`src/design/lbc_defs.svh`:
```
`ifndef LBC_DEFS_SVH
`define LBC_DEFS_SVH

// Local bus address width, one word per address
`define LBC_AW 8

// Data word width
`define LBC_DW 32

// Posted write entries
`define LBC_WB_DEPTH 4

// Command strobe to completion, in cycles
`define LBC_BUS_LAT 4

// Words behind the bus engine
`define LBC_MEM_WORDS 256

`endif

```
`src/design/lbc_pkg.sv`:
```
`default_nettype none
`include "lbc_defs.svh"

package lbc_pkg;

  typedef enum logic [1:0] {
    IFETCH = 2'd0,
    DREAD  = 2'd1,
    DWRITE = 2'd2
  } lbc_kind_e;

  // Listed in arbitration priority order
  typedef enum logic [1:0] {
    SRC_EJ = 2'd0,
    SRC_I  = 2'd1,
    SRC_DR = 2'd2,
    SRC_DW = 2'd3   // Write buffer drain
  } lbc_src_e;

  typedef struct packed {
    lbc_kind_e          kind;
    logic               uc;
    logic [`LBC_AW-1:0] addr;
    logic [`LBC_DW-1:0] wdata;
  } cbus_req_t;

  typedef struct packed {
    logic               write;
    logic [`LBC_AW-1:0] addr;
    logic [`LBC_DW-1:0] wdata;
  } ej_req_t;

  typedef struct packed {
    logic [`LBC_AW-1:0] addr;
    logic [`LBC_DW-1:0] data;
  } wb_entry_t;

  typedef struct packed {
    lbc_src_e           src;
    logic               write;
    logic [`LBC_AW-1:0] addr;
    logic [`LBC_DW-1:0] data;
  } bus_cmd_t;

  typedef struct packed {
    lbc_src_e           src;
    logic [`LBC_AW-1:0] addr;
    logic [`LBC_DW-1:0] rdata;  // Echoes write data on writes
  } lbc_rsp_t;

endpackage

`default_nettype wire

```
`src/design/lbc_write_buf.sv`:
```
`timescale 1ns/100ps
`default_nettype none
`include "lbc_defs.svh"

module lbc_write_buf
  import lbc_pkg::*;
(
  input  wire logic               SYSCLK,
  input  wire logic               arst_n,
  input  wire logic               wb_push,
  input  wire wb_entry_t          wb_wdata,
  input  wire logic               wb_pop,
  input  wire logic [`LBC_AW-1:0] hit_addr,
  output logic                    wb_valid,
  output wb_entry_t               wb_head,
  output logic                    wb_full,
  output logic                    wb_hit
);

  localparam int PW = (`LBC_WB_DEPTH > 1) ? $clog2(`LBC_WB_DEPTH) : 1;
  localparam int CW = $clog2(`LBC_WB_DEPTH + 1);
  localparam logic [CW-1:0] FULL_CNT  = CW'(`LBC_WB_DEPTH);
  localparam logic [PW-1:0] LAST_SLOT = PW'(`LBC_WB_DEPTH - 1);

  wb_entry_t ram [`LBC_WB_DEPTH];
  logic [PW-1:0] rd_ptr, wr_ptr;
  logic [CW-1:0] count;

  function automatic logic [PW-1:0] next_ptr(input logic [PW-1:0] p);
    return (p == LAST_SLOT) ? '0 : p + 1'b1;
  endfunction

  always_ff @(posedge SYSCLK or negedge arst_n)
  begin
    if (!arst_n)
    begin
      rd_ptr <= '0;
      wr_ptr <= '0;
      count  <= '0;
    end
    else
    begin
      if (wb_push)
        wr_ptr <= next_ptr(wr_ptr);
      if (wb_pop)
        rd_ptr <= next_ptr(rd_ptr);
      if (wb_push && !wb_pop)
        count <= count + 1'b1;
      else if (wb_pop && !wb_push)
        count <= count - 1'b1;
    end
  end

  always_ff @(posedge SYSCLK)
  begin
    if (wb_push)
      ram[wr_ptr] <= wb_wdata;
  end

  assign wb_valid = (count != '0);
  assign wb_head  = ram[rd_ptr];

  // Counts the write landing this cycle
  assign wb_full = (count == FULL_CNT) ||
                   ((count == FULL_CNT - 1'b1) && wb_push && !wb_pop);

  // Compare against occupied slots only, oldest first
  always_comb
  begin : hit_scan
    automatic int slot;
    wb_hit = 1'b0;
    slot   = int'(rd_ptr);
    for (int k = 0; k < `LBC_WB_DEPTH; k++)
    begin
      if ((k < int'(count)) && (ram[slot].addr == hit_addr))
        wb_hit = 1'b1;
      slot = (slot == `LBC_WB_DEPTH - 1) ? 0 : slot + 1;
    end
  end

  a_no_overflow: assert property (@(posedge SYSCLK) disable iff (!arst_n)
    (wb_push && (count == FULL_CNT)) |-> wb_pop)
    else $error("Write buffer overflow, posted write while halt_w was high");

  a_no_underflow: assert property (@(posedge SYSCLK) disable iff (!arst_n)
    wb_pop |-> wb_valid)
    else $error("Drain completed with write buffer empty");

endmodule

`default_nettype wire

```
`config.mk`:
```
export PLATFORM = sky130hd
export DESIGN_NAME = lbc_write_buf
export DESIGN_NICKNAME = d
export VERILOG_FILES = /design/src/design/lbc_pkg.sv /design/src/design/lbc_write_buf.sv
export VERILOG_INCLUDE_DIRS = /design/src /design/src/design
export SDC_FILE = /design/constraint.sdc
export NUM_CORES = 1
export LEC_CHECK = 0
export ABC_AREA = 1
export BUFFER_PORTS_ARGS = -buffer_cell sky130_fd_sc_hd__buf_2
export CORE_ASPECT_RATIO = 2
export CORE_UTILIZATION = 31
export CTS_BUF_LIST = sky130_fd_sc_hd__clkbuf_4 sky130_fd_sc_hd__clkbuf_8
export DETAILED_ROUTE_END_ITERATION = 8
export HOLD_SLACK_MARGIN = 0.15
export PLACE_DENSITY_LB_ADDON = 0.15
export SLEW_MARGIN = 20
export SYNTH_ARGS = -nofsm -noshare
export SYNTH_HDL_FRONTEND = slang
export SYNTH_SLANG_ARGS = --single-unit
```
`constraint.sdc`:
```
create_clock -name SYSCLK -period 2.1 [get_ports SYSCLK]
set_input_delay 0.105 -clock SYSCLK [delete_from_list [all_inputs] [get_ports SYSCLK]]
set_output_delay 0.105 -clock SYSCLK [all_outputs]
set_load 0.02 [all_outputs]
```
# ---- Word-level counts from Yosys, hierarchy flattened
# Memories as Yosys holds them, arrays and structs flattened.
# Cells that the tools add are included.
dict set report word_totals {
  reg_bits 7
  mem_bits_rw 160
  wordCells 52
  memories 1
}
dict set report op_classes {
  addsub 7
  n_lt_le_gt_ge 4
  eq_ne 11
  muxes 13
  n_reduce_logical 13
}
# memory depth word_bits read_ports rd_clocked_by_memory_dff write_ports line_no
set memory_table {}
lappend memory_table {ram 4 40 4 0 1 lbc_write_buf.sv:25} ;# wb_entry_t ram [`LBC_WB_DEPTH];
# cell count
set op_table {}
lappend op_table {{$eq 8x8->1} 4}
lappend op_table {{$mux 3} 3}
lappend op_table {{$logic_and 1x1->1} 8}
lappend op_table {{$add 2x1->2 const B} 3}
lappend op_table {{$eq 3x2->1 const B} 2}
lappend op_table {{$lt 1x3->1 const A} 2}
lappend op_table {{$lt 2x3->1 const A} 2}
lappend op_table {{$mux 1} 6}
lappend op_table {{$mux 2} 3}
lappend op_table {{$add 3x1->4 const B} 1}
lappend op_table {{$eq 2x2->1 const B} 2}
lappend op_table {{$eq 4x2->1 const B} 1}
lappend op_table {{$mux 4} 1}
lappend op_table {{$add 2x1->3 const B} 1}
lappend op_table {{$add 3x1->3 const B} 1}
lappend op_table {{$eq 3x3->1 const B} 1}
lappend op_table {{$reduce_bool 3->1} 1}
lappend op_table {{$sub 3x1->3 const B} 1}
lappend op_table {{$eq 2x1->1 const B} 1}
lappend op_table {{$logic_not 1->1} 2}
lappend op_table {{$reduce_bool 2->1} 1}
lappend op_table {{$logic_or 1x1->1} 1}

# ---- Depth between registers and ports, before layout
# An unclocked memory read counts as a cell.
dict set report logic_depth {
  ltp_word 10
  mapped_depth 16
  mapped_depth_nobuf 15
}

# ---- Least setup slack after synthesis
# OpenSTA, ideal clock, no wires.
dict set report synth_path {
  path_kind {register to output}
  from {register rd_ptr[1]}
  to {output port wb_hit}
  arrival_ps 1802
  required_time_ps 1995
  setup_slack_ps 193
  stages_incl_launch_ff 15
  n_path_buf 2
  cell_sequence {dfrtp_1 -> ha_1 -> buf_4 -> inv_1 -> buf_2 -> o21ai_1 -> o21ai_0 -> nand2_1 -> nand2_1 -> nand2_1 -> nand2_1 -> nand3_1 -> nor2_1 -> nor2_1 -> nand2_1}
}
dict set report synth_via {
  elab_chain_len 10
  word_cells_on_any_way 22
  classes_between {add/sub (3); eq/ne (7); mux (7); reduce/logical (4); memory (1)}
}
# item line_no
set synth_lines {}
lappend synth_lines {{from (decl)} lbc_write_buf.sv:26} ;# logic [PW-1:0] rd_ptr, wr_ptr;
lappend synth_lines {{from (signal assigned)} lbc_write_buf.sv:46} ;# rd_ptr <= next_ptr(rd_ptr);
lappend synth_lines {{$add 2x1->3 or $eq 2x1->1 (tied branches)} lbc_write_buf.sv:77} ;# slot = (slot == `LBC_WB_DEPTH - 1) ? 0 : slot + 1;
lappend synth_lines {{$mux 3} lbc_write_buf.sv:77}
lappend synth_lines {{$add 3x1->4 or $eq 3x2->1 (tied branches)} lbc_write_buf.sv:77}
lappend synth_lines {{$mux 4} lbc_write_buf.sv:77}
lappend synth_lines {{$add 2x1->2 or $eq 4x2->1 (tied branches)} lbc_write_buf.sv:77}
lappend synth_lines {{$mux 2} lbc_write_buf.sv:77}
lappend synth_lines {{$mem_v2 4x40 *} n/a}
lappend synth_lines {{$eq 8x8->1} lbc_write_buf.sv:75} ;# if ((k < int'(count)) && (ram[slot].addr == hit_addr))
lappend synth_lines {{$logic_and 1x1->1} lbc_write_buf.sv:75}
lappend synth_lines {{$mux 1 *} lbc_write_buf.sv:75}
lappend synth_lines {{to (decl)} lbc_write_buf.sv:17} ;# output logic wb_hit
# Mark *: on every way between the ends. The rest lies on a longest branch, timed or not.

# ---- Worst setup path after layout
dict set report layout_path {
  from {register rd_ptr[0]}
  to {output port wb_hit}
}
# The elaborated chain is that of the path after synthesis.

==> reports/qor.txt <==
Synth Register Bits: 167
setup ws final: -0.462 ns
Worst-Skew Late Latency: 0.47 ns
P_leak: 4.41 nW
Net Sw Power: 0.00651 W
H-tree depth: 4
DP Wirelength: 14,300 µm
sw frac: 0.411
CTS tree: yes
Via density: 4.61
CTS root buffer: clkbuf_8
final net count: 1,026
final setup TNS: -4.77 ns
Synth area leaders: edfxtp_1, nand2_1, o21ai_0
DR iter-0 viols: 262
Comb power frac: 0.579
R2R setup slack: 0.40 ns
RSZ-0062 raised after global routing: true
Area growth syn-to-layout: 37.4%
gp weighted congestion: 0.870
WL final: 20,900 µm
average wire per standard cell: 16.0 µm
sequential fraction of the synthesis area: 0.642
power density cells: 1490 nW/µm²
minimum clock period: 2.56 ns
die area: 25,700 µm²
Core Area: 24,500 µm²
fill count: 2,448
routed via count: 6,042
worst min path class: input port to flip-flop
clock power share: 0.137
row count: 81
failing checks: negative setup slack
Layout Utilization: 0.435
FFs w/ async S/R, synth: 0.0419
most numerous cell in the Yosys netlist: nand2_1
Post-synth EDFFs: 160
synthesized cell area: 7760 µm²
TritonRoute pass-1 iters: 4
Synth warnings: 0
max cap viols: 0
top cell type's share of synthesized area: 0.619
CP Launch Point: rd_ptr[0]
RR Startpoint: rd_ptr[1]
Reg power frac: 0.284
CP startpoint kind: flip-flop
worst rel slew slack: 0.733
Crit path arrival time: 2.46 ns
Sinks on Clock Net: 167
Final ANT Viol Nets: 0
met2 Track Usage GR: 0.335
Req. time, crit path: 2.00 ns
largest fanout on the critical path: 4
first-pass GRT wire length: 32,100 µm
FMAX: 390 MHz
initial antenna violation count: 0
Crit Path Class: flip-flop to primary output
Commonest cells post-synth: nand2_1, edfxtp_1, nor2_1
Worst Setup End Kind: primary output
clock tree buffer depth: 2
met1 usage: 0.164
met3 usage: 0.0346
Power Internal: 0.00935 W
die width: 114 µm
Boundary Pins: 95
clock-pin transition on the worst setup and hold timing paths: 0.08 ns
hold_sp: wb_wdata[15]
PortBufs: 94
total track usage: 0.172
Final Hold Fails: 0
GRT busiest layer: met2
worst vdd ir: 0.867 mV
Distinct cells, synth: 28
DR DRC count: 0
period utilization: 1.22
Setup violations, final: 26
share of layout cells above drive strength 1: 0.279
Worst Clk Skew: 0.00870 ns
Slew @ Worst Pin: 0.400 ns
post-synth top area cell: edfxtp_1
outcome: finished, violations left
Mapped Cells: 770
vias in the first global route: 6,085
die height: 226 µm
Mapped Nets: 832
Initial Util: 0.316
post-layout power: 0.0159 W
grt ovf: 0
pre-CTS setup slack: -0.112 ns
Max Slew Vio Count: 0
Synth Area per Inst: 10.1 µm²
largest net degree at the start of global routing: 49
ys flop type: edfxtp_1
TritonCTS Buffers: 17
==> metal layers <==
metal | up-vias | part of all wire
met3 | 36 | 0.033
met5 | - | 0
met4 | 0 | 0.043
li1 | 3019 | -
met1 | 2864 | 0.35
met2 | 123 | 0.57
==> kinds of logic (layout without fill, tap and decap cells) <==
logic type,count (synthesis),in the layout,share of synthesized area
other,0,1,0
adder cells (fa/ha/maj),10,10,0.0161
AO/OA/AOI/OAI,134,134,0.0939
XOR/XNOR,10,10,0.0113
flip-flops,167,167,0.642
AND/OR/NAND/NOR,353,353,0.183
buffers and inverters,96,303,0.0535
==> power groups by stage <==
stage	registers, W	clock network, W	logic, W
after global routing	0.00456	0.00234	0.0101
after detailed placement	0.00455	0	0.00715
after global placement	0.00454	0	0.00713
after CTS	0.00450	0.00224	0.00875
final	0.00450	0.00218	0.00918
after floorplan	0.00451	0	0.00439
==> layout by cell type, fill, tap and decap left out, types with 17 or more instances in the layout <==
cell type      count
o21ai_2           26
nor2_1            88
buf_2             59
buf_4             48
buf_6             40
o21ai_0           48
nand3_1           53
o22ai_2           22
clkbuf_8          17
inv_1             51
edfxtp_1         160
dlygate4sd3_1     44
nand2_1          194
==> final timing paths <==
check	end	cells past startpoint
setup / recovery	wb_hit	15
hold / removal	ram[2][15]	2
setup reg to reg	rd_ptr[1]	9
hold reg to reg	count[0]	1
max in group asynchronous	rd_ptr[1]	3
min in group asynchronous	count[1]	3
==> cell type report <==
class                      count  area [µm²]  area share
inverter                      59         225      0.0211
timing repair buffer         212        1980       0.186
tap                          332         415      0.0390
clock inverter                14         134      0.0126
antenna                        1        2.50    0.000235
sequential                   167        4980       0.467
clock buffer                  18         241      0.0227
multi-input combinational    507        2680       0.251
==> critical path, cell delays in order (launching register included) <==
cell and delay, ns:
dfrtp_2 0.44, ha_4 0.28, buf_6 0.13, nand2_4 0.06, buf_6 0.12, buf_4 0.14
nand2_2 0.07, nand3_1 0.09, nand2_2 0.08, nand2_1 0.07, nor2_1 0.12, nand2_1 0.06
nor2_1 0.09, nor2_1 0.05, nand2_1 0.07, buf_6 0.11
==> registers in the layout, indices dropped and copies added, names as in the netlist <==
register  cells
ram         160
wr_ptr        2
count         3
rd_ptr        2
==> stage by stage <==
stage / hold WS, ns / instance area (µm²) / std cells
5_1_grt: 0.354 / 10700 / 1309
3_5_place_dp: -0.0325 / 8900 / 1207
2_1_floorplan: -0.191 / 7760 / 770
4_1_cts: 0.340 / 10400 / 1302
6_report: 0.381 / 10700 / 1310
3_3_place_gp: -0.0311 / 8900 / 1207
==> timing repair <==
action                                 4_1_cts  5_1_grt
hold buffers                                44        0
gates cloned                                 3        0
setup endpoints to repair                   39       33
gates resized for setup                    148       59
pin swaps                                   29       40
buffers inserted                            18       12
endpoints found under the hold margin      172        0
(Power assumes the default switching activity.)
