[src/design/lbc_defs.svh]
`ifndef LBC_DEFS_SVH
`define LBC_DEFS_SVH

// Local bus address width, one word per address
`define LBC_AW 8

// Data word width
`define LBC_DW 32

// Posted write entries
`define LBC_WB_DEPTH 4

// Command strobe to completion, in cycles
`define LBC_BUS_LAT 4

// Words behind the bus engine
`define LBC_MEM_WORDS 256

`endif

[src/design/lbc_pkg.sv]
`default_nettype none
`include "lbc_defs.svh"

package lbc_pkg;

  typedef enum logic [1:0] {
    IFETCH = 2'd0,
    DREAD  = 2'd1,
    DWRITE = 2'd2
  } lbc_kind_e;

  // Listed in arbitration priority order
  typedef enum logic [1:0] {
    SRC_EJ = 2'd0,
    SRC_I  = 2'd1,
    SRC_DR = 2'd2,
    SRC_DW = 2'd3   // Write buffer drain
  } lbc_src_e;

  typedef struct packed {
    lbc_kind_e          kind;
    logic               uc;
    logic [`LBC_AW-1:0] addr;
    logic [`LBC_DW-1:0] wdata;
  } cbus_req_t;

  typedef struct packed {
    logic               write;
    logic [`LBC_AW-1:0] addr;
    logic [`LBC_DW-1:0] wdata;
  } ej_req_t;

  typedef struct packed {
    logic [`LBC_AW-1:0] addr;
    logic [`LBC_DW-1:0] data;
  } wb_entry_t;

  typedef struct packed {
    lbc_src_e           src;
    logic               write;
    logic [`LBC_AW-1:0] addr;
    logic [`LBC_DW-1:0] data;
  } bus_cmd_t;

  typedef struct packed {
    lbc_src_e           src;
    logic [`LBC_AW-1:0] addr;
    logic [`LBC_DW-1:0] rdata;  // Echoes write data on writes
  } lbc_rsp_t;

endpackage

`default_nettype wire

[src/design/lbc_cbus.sv]
`timescale 1ns/100ps
`default_nettype none
`include "lbc_defs.svh"

module lbc_cbus
  import lbc_pkg::*;
(
  input  wire logic        SYSCLK,
  input  wire logic        arst_n,
  input  wire logic        cpu_valid,
  input  wire cbus_req_t   cpu_req,
  input  wire logic        ej_valid,
  input  wire ej_req_t     ej_req,
  input  wire logic        wb_valid,
  input  wire wb_entry_t   wb_head,
  input  wire logic        wb_hit,
  input  wire logic        done_valid,
  input  wire lbc_rsp_t    done,
  output logic             wb_push,
  output wb_entry_t        wb_wdata,
  output logic             wb_pop,
  output logic [`LBC_AW-1:0] hit_addr,
  output logic             cmd_valid,
  output bus_cmd_t         cmd,
  output logic             rsp_valid,
  output lbc_rsp_t         rsp
);

  logic busy;
  logic ej_pend, i_pend, dr_pend;
  ej_req_t ej_q;
  logic [`LBC_AW-1:0] i_addr, dr_addr;
  logic dr_uc;

  logic i_strobe, dr_strobe, dw_strobe;
  logic cand_valid;
  lbc_src_e cand_src;
  logic cand_write;
  logic [`LBC_AW-1:0] cand_addr;
  logic [`LBC_DW-1:0] cand_data;
  logic push_hit, cand_blocked;
  logic launch_cand, launch_drain;

  assign i_strobe  = cpu_valid && (cpu_req.kind == IFETCH);
  assign dr_strobe = cpu_valid && (cpu_req.kind == DREAD);
  assign dw_strobe = cpu_valid && (cpu_req.kind == DWRITE);

  // Highest priority pending request
  always_comb
  begin
    cand_valid = 1'b1;
    cand_write = 1'b0;
    cand_data  = '0;
    if (ej_pend)
    begin
      cand_src   = SRC_EJ;
      cand_addr  = ej_q.addr;
      cand_write = ej_q.write;
      cand_data  = ej_q.wdata;
    end
    else if (i_pend)
    begin
      cand_src  = SRC_I;
      cand_addr = i_addr;
    end
    else if (dr_pend)
    begin
      cand_src  = SRC_DR;
      cand_addr = dr_addr;
    end
    else
    begin
      cand_valid = 1'b0;
      cand_src   = SRC_DW;
      cand_addr  = wb_head.addr;
    end
  end

  assign hit_addr = cand_addr;

  // A write still on its way into the buffer counts as buffered
  assign push_hit = wb_push && (wb_wdata.addr == cand_addr);
  assign cand_blocked = wb_hit || push_hit ||
                        ((cand_src == SRC_DR) && dr_uc && (wb_valid || wb_push));

  // Blocked candidate implies buffered writes, so the drain always moves
  assign launch_cand  = !busy && cand_valid && !cand_blocked;
  assign launch_drain = !busy && !launch_cand && wb_valid;

  always_ff @(posedge SYSCLK or negedge arst_n)
  begin
    if (!arst_n)
    begin
      busy      <= 1'b0;
      cmd_valid <= 1'b0;
      ej_pend   <= 1'b0;
      i_pend    <= 1'b0;
      dr_pend   <= 1'b0;
      wb_push   <= 1'b0;
    end
    else
    begin
      cmd_valid <= launch_cand || launch_drain;
      if (launch_cand || launch_drain)
        busy <= 1'b1;
      else if (done_valid)
        busy <= 1'b0;
      ej_pend <= ej_valid  || (ej_pend && !(done_valid && done.src == SRC_EJ));
      i_pend  <= i_strobe  || (i_pend  && !(done_valid && done.src == SRC_I));
      dr_pend <= dr_strobe || (dr_pend && !(done_valid && done.src == SRC_DR));
      wb_push <= dw_strobe;
    end
  end

  always_ff @(posedge SYSCLK)
  begin
    if (ej_valid)
      ej_q <= ej_req;
    if (i_strobe)
      i_addr <= cpu_req.addr;
    if (dr_strobe)
    begin
      dr_addr <= cpu_req.addr;
      dr_uc   <= cpu_req.uc;
    end
    if (dw_strobe)
    begin
      wb_wdata.addr <= cpu_req.addr;
      wb_wdata.data <= cpu_req.wdata;
    end
    if (launch_cand)
      cmd <= '{src: cand_src, write: cand_write, addr: cand_addr, data: cand_data};
    else if (launch_drain)
      cmd <= '{src: SRC_DW, write: 1'b1, addr: wb_head.addr, data: wb_head.data};
  end

  // Drains retire silently
  assign rsp_valid = done_valid && (done.src != SRC_DW);
  assign rsp       = done;
  assign wb_pop    = done_valid && (done.src == SRC_DW);

  a_ej_single: assert property (@(posedge SYSCLK) disable iff (!arst_n)
    ej_valid |-> !ej_pend)
    else $error("Debug request strobed while one is outstanding");

  a_i_single: assert property (@(posedge SYSCLK) disable iff (!arst_n)
    i_strobe |-> !i_pend)
    else $error("Fetch strobed while one is outstanding");

  a_dr_single: assert property (@(posedge SYSCLK) disable iff (!arst_n)
    dr_strobe |-> !dr_pend)
    else $error("Data read strobed while one is outstanding");

  // One command in flight until the bus side completes it
  a_cmd_idle: assert property (@(posedge SYSCLK) disable iff (!arst_n)
    cmd_valid |=> !cmd_valid until done_valid)
    else $error("Command issued while a transaction is in flight");

endmodule

`default_nettype wire

[config.mk]
export PLATFORM = sky130hd
export DESIGN_NAME = lbc_cbus
export DESIGN_NICKNAME = d
export VERILOG_FILES = /design/src/design/lbc_pkg.sv /design/src/design/lbc_cbus.sv
export VERILOG_INCLUDE_DIRS = /design/src /design/src/design
export SDC_FILE = /design/constraint.sdc
export NUM_CORES = 1
export LEC_CHECK = 0
export BUFFER_PORTS_ARGS = -buffer_cell sky130_fd_sc_hd__buf_2
export CAP_MARGIN = 20
export CORE_MARGIN = 2
export CORE_UTILIZATION = 31
export DETAILED_ROUTE_END_ITERATION = 8
export GPL_TIMING_DRIVEN = 0
export MAX_ROUTING_LAYER = met4
export PLACE_DENSITY = 0.66
export SLEW_MARGIN = 10
export SYNTH_ARGS = -nofsm -noshare
export SYNTH_HDL_FRONTEND = slang
export SYNTH_SLANG_ARGS = --single-unit
[constraint.sdc]
create_clock -name SYSCLK -period 4.1 [get_ports SYSCLK]
set_input_delay 0.41 -clock SYSCLK [delete_from_list [all_inputs] [get_ports SYSCLK]]
set_output_delay 0.41 -clock SYSCLK [all_outputs]
set_load 0.02 [all_outputs]
======== After elaboration in Yosys (flattened, before gate mapping) ========
Index checks and enable logic that the tools add are counted.
word-level totals
  bits in registers ....................... 147
  bits of input ports ..................... 173
  output and inout port bits .............. 137
  logic and storage cells ................. 76
operators by class
  equality and inequality tests ........... 8
  mux-type cells .......................... 15
  reduce and logical (&&, ||, !) cells .... 35
operator list
  operator                                                         count
  43-bit 2-to-1 mux                                                2
  32-bit 2-to-1 mux                                                1
  8-bit 2-to-1 mux                                                 3
  1-bit logical AND                                                18
  2-bit == test, second input constant                             4
  8-bit == test                                                    1
  1-bit logical OR                                                 7
  1-bit 2-to-1 mux                                                 7
  1-bit logical NOT                                                6
  2-bit by 1-bit == test with 1-bit output, second input constant  2
  2-bit logical NOT                                                2
  2-bit 2-to-1 mux                                                 2
  2-bit nonzero test                                               2
  2-bit inequality test, second input constant                     1

======== Depth between registers and ports, before layout ========
  word-level depth ........................ 14
  depth in mapped cells ................... 9
  mapped depth without buffers ............ 6

======== Least setup slack after synthesis ========
Ideal clock, no wire load.
  path type ............................... input to register
  start ................................... in wb_valid
  end ..................................... reg cmd[0] (netlist bit) (enable)
  setup time .............................. 505 ps
  arrival ................................. 3520 ps
  required time ........................... 3595 ps
  path slack .............................. 75 ps
  stages on the path ...................... 2
  buffers on the path ..................... 0
  cell sequence ........................... inv_1 o21ai_0
between the ends
  cells in the longest elaborated chain, start to end .. 9
RTL lines
  what                             line             text
  start: declaration               lbc_cbus.sv:14   input wire logic wb_valid,
  1-bit logical OR                 lbc_cbus.sv:84   ((cand_src == SRC_DR) && dr_uc && (wb_valid || wb_push));
  1-bit logical AND                lbc_cbus.sv:84
  1-bit logical OR                 lbc_cbus.sv:83   assign cand_blocked = wb_hit || push_hit ||
  1-bit logical NOT                lbc_cbus.sv:87   assign launch_cand = !busy && cand_valid && !cand_blocked;
  1-bit logical AND                lbc_cbus.sv:87
  1-bit logical NOT                lbc_cbus.sv:88   assign launch_drain = !busy && !launch_cand && wb_valid;
  1-bit logical AND (2 in series)  lbc_cbus.sv:88
  2-bit nonzero test (no line) *   n/a
  end signal: assignment           lbc_cbus.sv:132  cmd <= '{src: cand_src, write: cand_write, addr: cand_addr, data: cand_data};
  end signal: assignment           lbc_cbus.sv:134  cmd <= '{src: SRC_DW, write: 1'b1, addr: wb_head.addr, data: wb_head.data};
  end: declaration                 lbc_cbus.sv:24   output bus_cmd_t cmd,
Every way passes the cells marked *; elsewhere a longest branch is shown, timed or not.
A chain may end at the register's enable or synchronous reset.

======== Worst setup path after layout ========
  start ................................... reg dr_pend
  end ..................................... reg cmd[11] (netlist bit) (enable)
between the ends
  cells in the longest elaborated chain, start to end .. 13
  elaborated cells between the ends (all ways) .. 23
  classes of those cells .................. eq/ne (2); mux (9); reduce/logical (12)
RTL lines
  what                                                          line                            text
  start: declaration                                            lbc_cbus.sv:30                  logic ej_pend, i_pend, dr_pend;
  start signal: assignment                                      lbc_cbus.sv:110                 dr_pend <= dr_strobe || (dr_pend && !(done_valid && done.src == SRC_DR));
  8-bit 2-to-1 mux / 1-bit 2-to-1 mux (equally long branches)   lbc_cbus.sv:66                  else if (dr_pend)
  8-bit 2-to-1 mux / 2-bit 2-to-1 mux (equally long branches)   lbc_cbus.sv:61                  else if (i_pend)
  8-bit 2-to-1 mux / 2-bit 2-to-1 mux (equally long branches)   lbc_cbus.sv:54                  if (ej_pend)
  8-bit == test / 2-bit == test (equally long branches)         lbc_cbus.sv:82, lbc_cbus.sv:84
  1-bit logical AND (on tied branches)                          lbc_cbus.sv:82, lbc_cbus.sv:84
  1-bit logical OR / 1-bit logical AND (equally long branches)  lbc_cbus.sv:83, lbc_cbus.sv:84
  1-bit logical OR                                              lbc_cbus.sv:83
  1-bit logical NOT                                             lbc_cbus.sv:87
  1-bit logical AND *                                           lbc_cbus.sv:87
  1-bit logical NOT                                             lbc_cbus.sv:88
  1-bit logical AND (2 in series)                               lbc_cbus.sv:88
  2-bit nonzero test (no line) *                                n/a
Marked as above.

==> report_table.html <==
<table>
<tr><th>Metric</th><th>Value</th></tr>
<tr><th colspan="2">Run status</th></tr>
<tr><td>Result of the run</td><td>completed</td></tr>
<tr><th colspan="2">Logic synthesis</th></tr>
<tr><td>Yosys reg bits</td><td>147</td></tr>
<tr><td>Number of nets produced by synthesis</td><td>579</td></tr>
<tr><td>Synth Area per Inst</td><td>15.25 sq um</td></tr>
<tr><td>Number of enable-type register cells in the synthesized netlist</td><td>141</td></tr>
<tr><td>Combined area of all synthesized cells</td><td>6193 sq um</td></tr>
<tr><td>Library cells used by synthesis</td><td>38</td></tr>
<tr><td>Most frequently used flop master after synthesis</td><td>sky130_fd_sc_hd__edfxtp_1</td></tr>
<tr><td>Portion of the post-synthesis area used by sequential elements</td><td>70.79%</td></tr>
<tr><td>Post-synthesis async set-or-reset flop share</td><td>4.082%</td></tr>
<tr><td>Synthesis warning total</td><td>0</td></tr>
<tr><td>Cells after Synth</td><td>406</td></tr>
<tr><th colspan="2">Die</th></tr>
<tr><td>Die area</td><td>21,130 sq um</td></tr>
<tr><td>Starting density of the core</td><td>31.72%</td></tr>
<tr><td>IO Pins</td><td>310</td></tr>
<tr><td>Placement Rows</td><td>51</td></tr>
<tr><td>Floorplan core area</td><td>19,530 sq um</td></tr>
<tr><td>Vert. Die Dim</td><td>145.3 um</td></tr>
<tr><td>Die X-Extent</td><td>145.3 um</td></tr>
<tr><th colspan="2">Worst setup path</th></tr>
<tr><td>Cell Chain, Critical Path</td><td>buf_6 &gt; mux2_4 &gt; xnor2_1 &gt; a222oi_1 &gt; nor4_1 &gt; a31o_1 &gt; buf_6 &gt; buf_6 &gt; o21ai_4 &gt; buf_16 &gt; buf_16</td></tr>
<tr><td>Worst path top cell family by delay</td><td>buffers and inverters</td></tr>
<tr><td>Slowest cell on crit path</td><td>sky130_fd_sc_hd__nor4_1</td></tr>
<tr><td>Classification of the worst setup path</td><td>reg2reg</td></tr>
<tr><td>CP Max Fanout</td><td>22</td></tr>
<tr><td>Worst path max stage delay</td><td>0.46 ns</td></tr>
<tr><td>Critical path data required time</td><td>4.27 ns</td></tr>
<tr><td>Crit. path cell count</td><td>11</td></tr>
<tr><td>Arrival @ worst endpoint</td><td>3.23 ns</td></tr>
<tr><td>WP buf/inv</td><td>5</td></tr>
<tr><td>Kind of capture point of the worst setup path</td><td>register</td></tr>
<tr><td>Worst reg2reg path depth</td><td>11</td></tr>
<tr><td>Startpoint class of the critical path</td><td>register</td></tr>
<tr><td>Most numerous cell on the critical path</td><td>sky130_fd_sc_hd__buf_6</td></tr>
<tr><th colspan="2">Clocking</th></tr>
<tr><td>H-tree levels</td><td>4</td></tr>
<tr><td>Cell at the root of the clock tree</td><td>sky130_fd_sc_hd__clkbuf_16</td></tr>
<tr><td>Clock tree from TritonCTS</td><td>done</td></tr>
<tr><td>Deepest clock path buffer count</td><td>2</td></tr>
<tr><td>Setup repair bufs after CTS</td><td>0</td></tr>
<tr><td>Register clock-pin slew on the reported worst setup and hold paths</td><td>0.07 ns</td></tr>
<tr><td>Clock Latency Late Sink</td><td>0.43 ns</td></tr>
<tr><td># hold bufs at CTS</td><td>1</td></tr>
<tr><td>Number of resized instances in the post-cts repair step</td><td>0</td></tr>
<tr><td>Clk sink count</td><td>147</td></tr>
<tr><td>Total clock buffers created by CTS</td><td>17</td></tr>
<tr><th colspan="2">Worst hold path</th></tr>
<tr><td>Path category of the worst min-delay check</td><td>in2reg</td></tr>
<tr><td>Hold depth</td><td>1</td></tr>
<tr><th colspan="2">Final layout</th></tr>
<tr><td>Filler cell count in the final layout</td><td>1,779</td></tr>
<tr><td>Number of nets in the final layout</td><td>872</td></tr>
<tr><td>Share of the core filled with cells</td><td>44.04%</td></tr>
<tr><td>Fraction of layout cells with a size suffix above 1</td><td>52.11%</td></tr>
<tr><td>P&amp;R area growth vs syn</td><td>38.85%</td></tr>
<tr><th colspan="2">Global route</th></tr>
<tr><td>Gr usage total</td><td>15.37%</td></tr>
<tr><td>Number of antenna violations at the first check in global routing</td><td>1</td></tr>
<tr><td>Wire length of the first global-routing pass</td><td>23.77 mm</td></tr>
<tr><td>Vias in the first global route</td><td>4,422</td></tr>
<tr><td>Pin count of the biggest net entering global routing</td><td>43</td></tr>
<tr><td>Total congestion overflow after global routing</td><td>0</td></tr>
<tr><th colspan="2">Timing</th></tr>
<tr><td>Count of endpoints failing setup in the final report</td><td>0</td></tr>
<tr><td>Crit path setup slack, layout</td><td>1.042 ns</td></tr>
<tr><td>Part of the cycle the worst path needs</td><td>74.57%</td></tr>
<tr><td>Post-layout minimum cycle time</td><td>3.058 ns</td></tr>
<tr><td>Fmax</td><td>327.1 MHz</td></tr>
<tr><td>Transition time of the tightest slew-check pin</td><td>0.7768 ns</td></tr>
<tr><td>Worst hold-check slack</td><td>0.1513 ns</td></tr>
<tr><td>Number of slew-limit violations in the final report</td><td>0</td></tr>
<tr><td>Slew Limit Headroom</td><td>47.99%</td></tr>
<tr><td>Unrepaired setup endpoints after global routing</td><td>no</td></tr>
<tr><td>Hold Fails Final Rpt</td><td>0</td></tr>
<tr><td>Clock Skews</td><td>0.02025 ns</td></tr>
<tr><th colspan="2">Placement</th></tr>
<tr><td>PortBufs</td><td>269</td></tr>
<tr><td>Post-place setup slack</td><td>1.005 ns</td></tr>
<tr><td>Detailed placement HPWL</td><td>12.14 mm</td></tr>
<tr><td>Placer Congestion</td><td>0.8141</td></tr>
<tr><th colspan="2">Detailed routing</th></tr>
<tr><td>DRC</td><td>0</td></tr>
<tr><td>Total via count after detailed routing</td><td>4,171</td></tr>
<tr><td>Mean routed wirelength per cell</td><td>16.17 um</td></tr>
<tr><td>Total length of routed wires</td><td>15.81 mm</td></tr>
<tr><td>DR pass1 iterations</td><td>4</td></tr>
<tr><td>Count of antenna-violating nets left after detailed routing</td><td>0</td></tr>
<tr><td>Via-per-instance ratio</td><td>4.265</td></tr>
<tr><td>Number of DRC markers after the initial detailed-route iteration</td><td>153</td></tr>
<tr><th colspan="2">Power and ir drop</th></tr>
<tr><td>Leakage dissipation</td><td>3.992 nW</td></tr>
<tr><td>Highest ir drop seen on vdd</td><td>0.0002726 V</td></tr>
<tr><td>PwrDens</td><td>488.0 nW/um^2</td></tr>
<tr><th colspan="2">Flow run</th></tr>
<tr><td>Max_cap viols</td><td>0</td></tr>
</table>
logic make-up after synthesis:
kind of cell	synth area share, %
AO/OA/AOI/OAI	3.919
XOR/XNOR	2.404
buffers and inverters	9.050
AND/OR/NAND/NOR	4.465
multiplexers	9.374
flip-flops	70.79
where the power goes:
| group | total [mW] | leakage [nW] | internal [mW] | switching (mW) |
|---|---|---|---|---|
| combinational | 0.726 | 2.30 | 0.304 | 0.422 |
| clock | 1.60 | 0.291 | 0.963 | 0.633 |
| sequential | 1.87 | 1.40 | 1.82 | 0.0503 |
metrics by stage:
| step | setup TNS, ns | instance area (sq um) | power (mW) | instances |
|---|---|---|---|---|
| 3_5_place_dp | 0 | 7964 | 2.641 | 943 |
| 4_1_cts | 0 | 8577 | 4.247 | 976 |
| 2_1_floorplan | 0 | 6193 | 2.341 | 406 |
| 6_report | 0 | 8600 | 4.197 | 978 |
| 5_1_grt | 0 | 8600 | 4.363 | 978 |
| 3_3_place_gp | -88.32 | 7871 | 2.612 | 940 |
metal layers:
metal | vias up | global-route usage, % | wire (um)
met5 | - | - | 0
met4 | 0 | 5.343 | 268
met3 | 22 | 5.925 | 1419
met2 | 233 | 26.99 | 8249
met1 | 1916 | 15.68 | 5873
li1 | 2000 | - | -
sequential cells by signal, indices dropped and copies added (netlist names):
name / flops
busy: 1
cmd: 43
cmd_valid: 1
dr_addr: 8
dr_pend: 1
dr_uc: 1
ej_pend: 1
ej_q: 41
i_addr: 8
i_pend: 1
wb_push: 1
wb_wdata: 40
layout make-up:
class | instances | area [sq um] | area share, %
multi-input cells | 166 | 1266 | 14.72
repair buffers | 274 | 1451 | 16.88
diodes | 1 | 2.502 | 0.02910
flip-flops and latches | 147 | 4384 | 50.98
plain buffers | 55 | 417.9 | 4.860
inverters | 38 | 142.6 | 1.659
well taps | 265 | 331.6 | 3.856
clock inverters | 15 | 177.7 | 2.066
clock buffers | 17 | 425.4 | 4.947
Yosys cell counts, drive strengths merged (5+ instances only):
master	instances	area share [%]
o21ai	10	0.81
dfrtp	6	2.4
clkbuf	5	0.30
buf	50	6.4
edfxtp	141	68
inv	38	2.3
mux2i	40	6.5
xnor2	15	2.1
nand2	46	2.8
mux2	14	2.9
layout by cell type, fill, tap and decap left out, types with 2 or more instances in the layout:
cell / instances
sky130_fd_sc_hd__clkinv_1: 2
sky130_fd_sc_hd__xor2_1: 2
sky130_fd_sc_hd__nand3b_1: 2
sky130_fd_sc_hd__buf_4: 43
sky130_fd_sc_hd__buf_6: 5
sky130_fd_sc_hd__a21boi_0: 2
sky130_fd_sc_hd__clkinv_2: 2
sky130_fd_sc_hd__mux2i_1: 40
sky130_fd_sc_hd__bufinv_16: 3
sky130_fd_sc_hd__mux2_4: 6
sky130_fd_sc_hd__buf_2: 270
sky130_fd_sc_hd__buf_16: 2
sky130_fd_sc_hd__nand2b_1: 2
sky130_fd_sc_hd__inv_6: 4
sky130_fd_sc_hd__o21ai_0: 9
sky130_fd_sc_hd__edfxtp_1: 141
sky130_fd_sc_hd__a21oi_1: 4
sky130_fd_sc_hd__buf_12: 2
sky130_fd_sc_hd__mux2_2: 7
sky130_fd_sc_hd__nand2_1: 46
sky130_fd_sc_hd__a222oi_1: 4
sky130_fd_sc_hd__dfrtp_1: 6
sky130_fd_sc_hd__inv_1: 38
sky130_fd_sc_hd__nor4_1: 2
sky130_fd_sc_hd__xnor2_1: 15
sky130_fd_sc_hd__clkbuf_1: 5
sky130_fd_sc_hd__a21o_1: 4
sky130_fd_sc_hd__clkbuf_16: 17
sky130_fd_sc_hd__clkinvlp_4: 2
sky130_fd_sc_hd__o221ai_1: 3
path summary, 6_finish.rpt:
path	start	to	slack, ns
setup / recovery	dr_pend$_DFF_PN0_	cmd[11]$_DFFE_PP_	1.04
hold / removal	ej_req[6]	ej_q[6]$_DFFE_PP_	0.15
setup reg to reg	dr_pend$_DFF_PN0_	cmd[11]$_DFFE_PP_	1.04
hold reg to reg	ej_q[40]$_DFFE_PP_	cmd[40]$_SDFFCE_PP1P_	0.54
max in group asynchronous	arst_n	ej_pend$_DFF_PN0_	3.60
min in group asynchronous	arst_n	busy$_DFFE_PN0P_	0.35
Power figures use the tool's default switching activity.
